File: src/source/gpio_consts.svh
// ~~~~~~~~~~~~~~~~~~~~
// GPIO board constants
// Pad count, function select width and UART pad positions
// ~~~~~~~~~~~~~~~~~~~~

`ifndef GPIO_CONSTS_SVH
`define GPIO_CONSTS_SVH

// Pads served by the block
`define GPIO_N_PADS 16

// Bits of function select per pad
`define GPIO_W_FSEL 1

// Fixed peripheral pads on the board
`define GPIO_UART_TX_PAD 15
`define GPIO_UART_RX_PAD 14

// APB address width
`define GPIO_ADDR_W 16

`endif

File: src/source/gpio_reg_pkg.sv
// ~~~~~~~~~~~~~~~~~~~~
// GPIO register-side types
// Register offsets and APB phase encoding
// ~~~~~~~~~~~~~~~~~~~~

`include "gpio_consts.svh"

package gpio_reg_pkg;

	// Register offsets on the APB port
	typedef enum logic [`GPIO_ADDR_W-1:0] {
		REG_OUT  = 'h00,
		REG_DIR  = 'h04,
		REG_IN   = 'h08,
		REG_FSEL = 'h0c
	} reg_addr_t;

	// Bus phase seen in the previous cycle
	typedef enum logic [1:0] {
		APB_IDLE,
		APB_SETUP,
		APB_ACCESS
	} apb_state_t;

endpackage

File: src/source/gpio_pad_pkg.sv
// ~~~~~~~~~~~~~~~~~~~~
// GPIO pad-side types
// Per-pad function select encoding
// ~~~~~~~~~~~~~~~~~~~~

`include "gpio_consts.svh"

package gpio_pad_pkg;

	// Source of a pad's output and enable
	typedef enum logic [`GPIO_W_FSEL-1:0] {
		// Driven from OUT and DIR
		FSEL_PROC   = 'd0,
		// Driven by the attached peripheral
		FSEL_PERIPH = 'd1
	} fsel_t;

endpackage

File: src/source/gpio_apb_slave.sv
// ~~~~~~~~~~~~~~~~~~~~
// GPIO APB slave
// Tracks bus phases, decodes offsets, returns ready, error and read data
// ~~~~~~~~~~~~~~~~~~~~

`timescale 1ns/1ps

`include "gpio_consts.svh"

module gpio_apb_slave (
	input  logic                      clk,
	input  logic                      rst_i,

	input  logic                      psel_i,
	input  logic                      penable_i,
	input  logic                      pwrite_i,
	input  logic [`GPIO_ADDR_W-1:0]   paddr_i,
	input  logic [31:0]               pwdata_i,

	input  logic [31:0]               out_val_i,
	input  logic [31:0]               dir_val_i,
	input  logic [31:0]               in_val_i,
	input  logic [31:0]               fsel_val_i,

	output logic [31:0]               prdata_o,
	output logic                      pready_o,
	output logic                      pslverr_o,
	output logic                      wr_en_o,
	output gpio_reg_pkg::reg_addr_t   reg_sel_o,
	output logic [31:0]               wdata_o
);

	import gpio_reg_pkg::*;

	apb_state_t state_q;
	logic       access;
	logic       addr_hit;
	logic       legal;
	logic [31:0] rd_val;

	always_ff @(posedge clk) begin
		if (rst_i) begin
			state_q <= APB_IDLE;
		end else if (!psel_i) begin
			state_q <= APB_IDLE;
		end else if (!penable_i) begin
			state_q <= APB_SETUP;
		end else begin
			state_q <= APB_ACCESS;
		end
	end

	// Access phase only counts straight after a setup phase
	assign access = psel_i && penable_i && (state_q == APB_SETUP);

	always_comb begin
		addr_hit = 1'b1;
		rd_val = 32'h0;
		case (paddr_i)
			REG_OUT:  rd_val = out_val_i;
			REG_DIR:  rd_val = dir_val_i;
			REG_IN:   rd_val = in_val_i;
			REG_FSEL: rd_val = fsel_val_i;
			default:  addr_hit = 1'b0;
		endcase
	end

	// IN is read only
	assign legal = addr_hit && !(pwrite_i && (paddr_i == REG_IN));

	assign pready_o  = access;
	assign pslverr_o = access && !legal;
	assign wr_en_o   = access && legal && pwrite_i;
	assign reg_sel_o = reg_addr_t'(paddr_i);
	assign wdata_o   = pwdata_i;
	assign prdata_o  = (access && legal && !pwrite_i) ? rd_val : 32'h0;

endmodule

File: src/source/gpio_regs.sv
// ~~~~~~~~~~~~~~~~~~~~
// GPIO register block
// OUT, DIR and FSEL registers plus synchronized pad inputs
// ~~~~~~~~~~~~~~~~~~~~

`timescale 1ns/1ps

`include "gpio_consts.svh"

module gpio_regs (
	input  logic                                 clk,
	input  logic                                 rst_i,

	input  logic                                 wr_en_i,
	input  gpio_reg_pkg::reg_addr_t              reg_sel_i,
	input  logic [31:0]                          wdata_i,
	input  logic [`GPIO_N_PADS-1:0]              pad_in_i,

	output logic [31:0]                          out_val_o,
	output logic [31:0]                          dir_val_o,
	output logic [31:0]                          in_val_o,
	output logic [31:0]                          fsel_val_o,

	output logic [`GPIO_N_PADS-1:0]              proc_out_o,
	output logic [`GPIO_N_PADS-1:0]              proc_oe_o,
	output gpio_pad_pkg::fsel_t [`GPIO_N_PADS-1:0] fsel_o
);

	import gpio_reg_pkg::*;
	import gpio_pad_pkg::*;

	localparam int W_FSEL_ALL = `GPIO_N_PADS * `GPIO_W_FSEL;

	logic [`GPIO_N_PADS-1:0] out_q;
	logic [`GPIO_N_PADS-1:0] dir_q;
	logic [W_FSEL_ALL-1:0]   fsel_q;
	logic [`GPIO_N_PADS-1:0] in_meta_q;
	logic [`GPIO_N_PADS-1:0] in_q;

	// Strobes are already qualified by the slave
	always_ff @(posedge clk) begin
		if (rst_i) begin
			out_q  <= '0;
			dir_q  <= '0;
			fsel_q <= '0;
		end else if (wr_en_i) begin
			case (reg_sel_i)
				REG_OUT:  out_q  <= wdata_i[`GPIO_N_PADS-1:0];
				REG_DIR:  dir_q  <= wdata_i[`GPIO_N_PADS-1:0];
				REG_FSEL: fsel_q <= wdata_i[W_FSEL_ALL-1:0];
				default: ;
			endcase
		end
	end

	// Two-flop synchronizer for the pad inputs
	always_ff @(posedge clk) begin
		in_meta_q <= pad_in_i;
		in_q      <= in_meta_q;
	end

	assign out_val_o  = {{(32 - `GPIO_N_PADS){1'b0}}, out_q};
	assign dir_val_o  = {{(32 - `GPIO_N_PADS){1'b0}}, dir_q};
	assign in_val_o   = {{(32 - `GPIO_N_PADS){1'b0}}, in_q};
	assign fsel_val_o = {{(32 - W_FSEL_ALL){1'b0}}, fsel_q};

	assign proc_out_o = out_q;
	assign proc_oe_o  = dir_q;

	// Unpack one select field per pad
	always_comb begin
		for (int i = 0; i < `GPIO_N_PADS; i++) begin
			fsel_o[i] = fsel_t'(fsel_q[i*`GPIO_W_FSEL +: `GPIO_W_FSEL]);
		end
	end

endmodule

File: src/source/gpio_pad_mux.sv
// ~~~~~~~~~~~~~~~~~~~~
// GPIO pad multiplexer
// Picks processor or peripheral drive per pad, taps UART receive
// ~~~~~~~~~~~~~~~~~~~~

`timescale 1ns/1ps

`include "gpio_consts.svh"

module gpio_pad_mux (
	input  logic [`GPIO_N_PADS-1:0]              proc_out_i,
	input  logic [`GPIO_N_PADS-1:0]              proc_oe_i,
	input  gpio_pad_pkg::fsel_t [`GPIO_N_PADS-1:0] fsel_i,
	input  logic                                 uart_tx_i,
	input  logic [`GPIO_N_PADS-1:0]              pad_in_i,

	output logic [`GPIO_N_PADS-1:0]              pad_out_o,
	output logic [`GPIO_N_PADS-1:0]              pad_oe_o,
	output logic                                 uart_rx_o
);

	import gpio_pad_pkg::*;

	logic [`GPIO_N_PADS-1:0] periph_out;

	// Peripheral side. Only the TX pad has a driver
	always_comb begin
		periph_out = '0;
		periph_out[`GPIO_UART_TX_PAD] = uart_tx_i;
	end

	always_comb begin
		for (int i = 0; i < `GPIO_N_PADS; i++) begin
			if (fsel_i[i] == FSEL_PERIPH) begin
				pad_out_o[i] = periph_out[i];
				// Enabled only where a peripheral drives
				pad_oe_o[i]  = (i == `GPIO_UART_TX_PAD);
			end else begin
				pad_out_o[i] = proc_out_i[i];
				pad_oe_o[i]  = proc_oe_i[i];
			end
		end
	end

	// Receive pad feeds the UART directly without a synchronizer
	assign uart_rx_o = pad_in_i[`GPIO_UART_RX_PAD];

endmodule

File: src/source/gpio.sv
// ~~~~~~~~~~~~~~~~~~~~
// GPIO top level
// APB slave, register block and pad mux
// ~~~~~~~~~~~~~~~~~~~~

`timescale 1ns/1ps

`include "gpio_consts.svh"

module gpio (
	input  logic                       clk,
	input  logic                       rst_i,

	input  logic                       psel_i,
	input  logic                       penable_i,
	input  logic                       pwrite_i,
	input  logic [`GPIO_ADDR_W-1:0]    paddr_i,
	input  logic [31:0]                pwdata_i,
	output logic [31:0]                prdata_o,
	output logic                       pready_o,
	output logic                       pslverr_o,

	input  logic [`GPIO_N_PADS-1:0]    pad_in_i,
	output logic [`GPIO_N_PADS-1:0]    pad_out_o,
	output logic [`GPIO_N_PADS-1:0]    pad_oe_o,

	input  logic                       uart_tx_i,
	output logic                       uart_rx_o
);

	import gpio_reg_pkg::*;
	import gpio_pad_pkg::*;

	logic [31:0]             out_val;
	logic [31:0]             dir_val;
	logic [31:0]             in_val;
	logic [31:0]             fsel_val;
	logic                    wr_en;
	reg_addr_t               reg_sel;
	logic [31:0]             wdata;
	logic [`GPIO_N_PADS-1:0] proc_out;
	logic [`GPIO_N_PADS-1:0] proc_oe;
	fsel_t [`GPIO_N_PADS-1:0] fsel;

	gpio_apb_slave apb_slave_i (
		.clk        (clk),
		.rst_i      (rst_i),
		.psel_i     (psel_i),
		.penable_i  (penable_i),
		.pwrite_i   (pwrite_i),
		.paddr_i    (paddr_i),
		.pwdata_i   (pwdata_i),
		.out_val_i  (out_val),
		.dir_val_i  (dir_val),
		.in_val_i   (in_val),
		.fsel_val_i (fsel_val),
		.prdata_o   (prdata_o),
		.pready_o   (pready_o),
		.pslverr_o  (pslverr_o),
		.wr_en_o    (wr_en),
		.reg_sel_o  (reg_sel),
		.wdata_o    (wdata)
	);

	gpio_regs regs_i (
		.clk        (clk),
		.rst_i      (rst_i),
		.wr_en_i    (wr_en),
		.reg_sel_i  (reg_sel),
		.wdata_i    (wdata),
		.pad_in_i   (pad_in_i),
		.out_val_o  (out_val),
		.dir_val_o  (dir_val),
		.in_val_o   (in_val),
		.fsel_val_o (fsel_val),
		.proc_out_o (proc_out),
		.proc_oe_o  (proc_oe),
		.fsel_o     (fsel)
	);

	gpio_pad_mux pad_mux_i (
		.proc_out_i (proc_out),
		.proc_oe_i  (proc_oe),
		.fsel_i     (fsel),
		.uart_tx_i  (uart_tx_i),
		.pad_in_i   (pad_in_i),
		.pad_out_o  (pad_out_o),
		.pad_oe_o   (pad_oe_o),
		.uart_rx_o  (uart_rx_o)
	);

endmodule

File: config.mk
export PLATFORM = sky130hd
export DESIGN_NAME = gpio
export DESIGN_NICKNAME = d
export VERILOG_FILES = /design/src/source/gpio_reg_pkg.sv /design/src/source/gpio_pad_pkg.sv /design/src/source/gpio_apb_slave.sv /design/src/source/gpio_regs.sv /design/src/source/gpio_pad_mux.sv /design/src/source/gpio.sv
export VERILOG_INCLUDE_DIRS = /design/src /design/src/source
export SDC_FILE = /design/constraint.sdc
export NUM_CORES = 1
export LEC_CHECK = 0
export ABC_AREA = 1
export ABC_CLOCK_PERIOD_IN_PS = 1800
export BUFFER_PORTS_ARGS = -buffer_cell sky130_fd_sc_hd__clkbuf_2
export CAP_MARGIN = 30
export CORE_MARGIN = 2
export CORE_UTILIZATION = 50
export CTS_CLUSTER_DIAMETER = 40
export CTS_CLUSTER_SIZE = 10
export DETAILED_ROUTE_END_ITERATION = 8
export GPL_TIMING_DRIVEN = 1
export PLACE_DENSITY = 0.78
export SETUP_SLACK_MARGIN = 0.15
export SLEW_MARGIN = 20
export SYNTH_ARGS = -nofsm -noshare
export SYNTH_HDL_FRONTEND = slang
export SYNTH_HIERARCHICAL = 1
export SYNTH_SLANG_ARGS = --single-unit
File: constraint.sdc
create_clock -name clk -period 1.8 [get_ports clk]
set_input_delay 0.09 -clock clk [delete_from_list [all_inputs] [get_ports clk]]
set_output_delay 0.09 -clock clk [all_outputs]
set_load 0.1 [all_outputs]
==> metrics <==
critical path's largest stage delay 0.32 ns; Startpoint Class flop; Max-Slew Margin vs Limit -18.11%; maximum VDD drop 473.7 uV; Mapped Cells approximately 950; yosys warns 6; post-DP HPWL ~9300 um; Pwr Total around 3.9 mW; nets@finish roughly 1.1k; Static Leakage 3.456 nW; antenna cells 0; vias 5,166; average cell area after synthesis 6.212 um2; final core occ 60.24%; Final Critical Period 1.780 ns; Die Area approximately 13,000 um2; Net Sw Power 0.8942 mW; grt ovf 0; FMAX 561.8 MHz; Worst-path clk slew ~0.060 ns; most frequent cells in the layout nand2_1, inv_1, nand3_1, nor2_1, clkbuf_2; status complete, but fails checks; Max FO, Critical Path 8; Via-to-Cell Ratio 4.540; RSZ-0062 raised after global routing yes; Clock Skew 0.007083 ns; most common cell after layout, fill and taps aside nand2_1; fin area 6908 um2; IO Pins 137; critical path buffer and inverter count 3; Multi-input gate area 2914 um2; Flop pwr share 47.7%; Final Max Tran Viols 16; WL final 14,210 um; R2R setup slack 0.04 ns; Setup Viol. Count Final 0; fill count 1,039; CP required 1.71 ns; GRT Total Usage between 20% and 30%; Num CTS Buffers 9; DP Cell Count between 1k and 1.5k; fin crit share 98.89%; clk sink count between 80 and 90; clock buffer depth 2; setup TNS 0 ns; failing checks slew limit; Max-Cap Viols 0; Pwr Density 566.4 nW/um2; initial core utilization 51.41%; Reg area between 1500 and 2000 um2; first-pass detailed-route iteration total 5; initial antenna violation count 0; largest net degree at the start of global routing 69; crit end category output pin; layout cells sized above 1 23.82%; Non-Filler Instances roughly 1.1k; crit path max-delay cell type dfxtp_2; synthesized cell area roughly 6000 um2; Hold Crit Class in2reg; WL/cell 12.48 um; Fin. Hold Viols 0; chip width ~110 um; row count 39; Port Buffers 104; Slew @ Worst Pin ~1.8 ns; crit path kind reg2out; CTS tree done; Placed Area roughly 6200 um2; number of global-route vias before repair 4,717; Die Ht 112.6 um; Layout area overhead 17.17%; clock network fraction of total power 46.0%; Top Family by Delay on Critical Path buffers and inverters; gpl congestion 0.8129; Root Buffer clkbuf_16; Switching Share 22.85%; Arr. time, crit path 1.69 ns; Clock Latency Late Sink 0.34 ns; cell-by-cell trace of the critical path nor3_4, buf_6, nand4_4, buf_16, nor2_4, buf_12; Comb pwr share under 10%; P_int just over 3 mW; Residual DRC 0; post-route ant nets 0; core area 11,470 um2; DRC violation total after the first TritonRoute iteration 351; first-pass GRT wire length 23,320 um; H-Tree Depth 3
timing repair:
action                                  CTS  global route
cloned                                    1             1
hold buffers                             28             0
endpoints found under the hold margin    27             0
endpoints found under the setup margin   16            65
pin swaps                                 3            17
resized for setup                         4            22
buffers inserted                          3             0
sequential cells by signal, summed over array words and instances, names as in the netlist:
| signal | cells |
|---|---|
| apb_slave_i/state_q | 2 |
| regs_i/fsel_o | 16 |
| regs_i/in_meta_q | 16 |
| regs_i/in_q | 16 |
| regs_i/proc_oe_o | 16 |
| regs_i/proc_out_o | 16 |
worst min-delay path, delay by kind of cell:
| kind | cells | cell delay [ns] |
|---|---|---|
| buf+inv | 1 | 0.10 |
| simple gates | 2 | 0.12 |
worst paths after layout:
| kind | cells past startpoint | startpoint | end |
|---|---|---|---|
| max reg2reg | 10 | apb_slave_i/state_q[1] | regs_i/proc_oe_o[11] |
| min reg2reg | 0 | regs_i/in_meta_q[6] | regs_i/in_q[6] |
| max | 6 | apb_slave_i/state_q[1] | prdata_o[12] |
| min | 3 | pwdata_i[2] | regs_i/proc_out_o[2] |
power groups by stage:
| stage | Combinational [mW] | Sequential [mW] | Clock [mW] |
|---|---|---|---|
| 6_report | 0.250 | 1.86 | 1.80 |
| 5_1_grt | 0.280 | 1.87 | 1.90 |
| 4_1_cts | 0.240 | 1.86 | 1.82 |
| 3_5_place_dp | 0.189 | 1.91 | 0 |
| 3_3_place_gp | 0.188 | 1.90 | 0 |
| 2_1_floorplan | 0.257 | 1.90 | 0 |
area by class of cell:
cell class / instances / share of cell area (%)
multi-input combinational: 601 / 42.18
sequential: 82 / 23.80
timing repair buffer: 158 / 19.56
inverter: 138 / 7.535
clock buffer: 12 / 3.858
tap: 143 / 2.590
clock inverter: 4 / 0.4709
metal layers:
metal  vias to the layer above  part of all wire [%]  track usage [%]
li1                       2761                     -                -
met1                      2260                    45            28.98
met2                       133                    49            39.60
met3                        12                   5.2            3.780
met4                         0                   1.5            7.317
met5                         -                     0                0
stage by stage:
| step | worst slack, ns | hold WS, ns |
|---|---|---|
| 2_1_floorplan | -0.5305 | 0.1177 |
| 3_3_place_gp | 0.02491 | 0.1935 |
| 3_5_place_dp | -0.03573 | 0.1944 |
| 4_1_cts | 0.03296 | 0.001410 |
| 5_1_grt | -0.02187 | 0.01551 |
| 6_report | 0.01997 | 0.006047 |
Note: power is estimated with default switching activity, not from simulation.
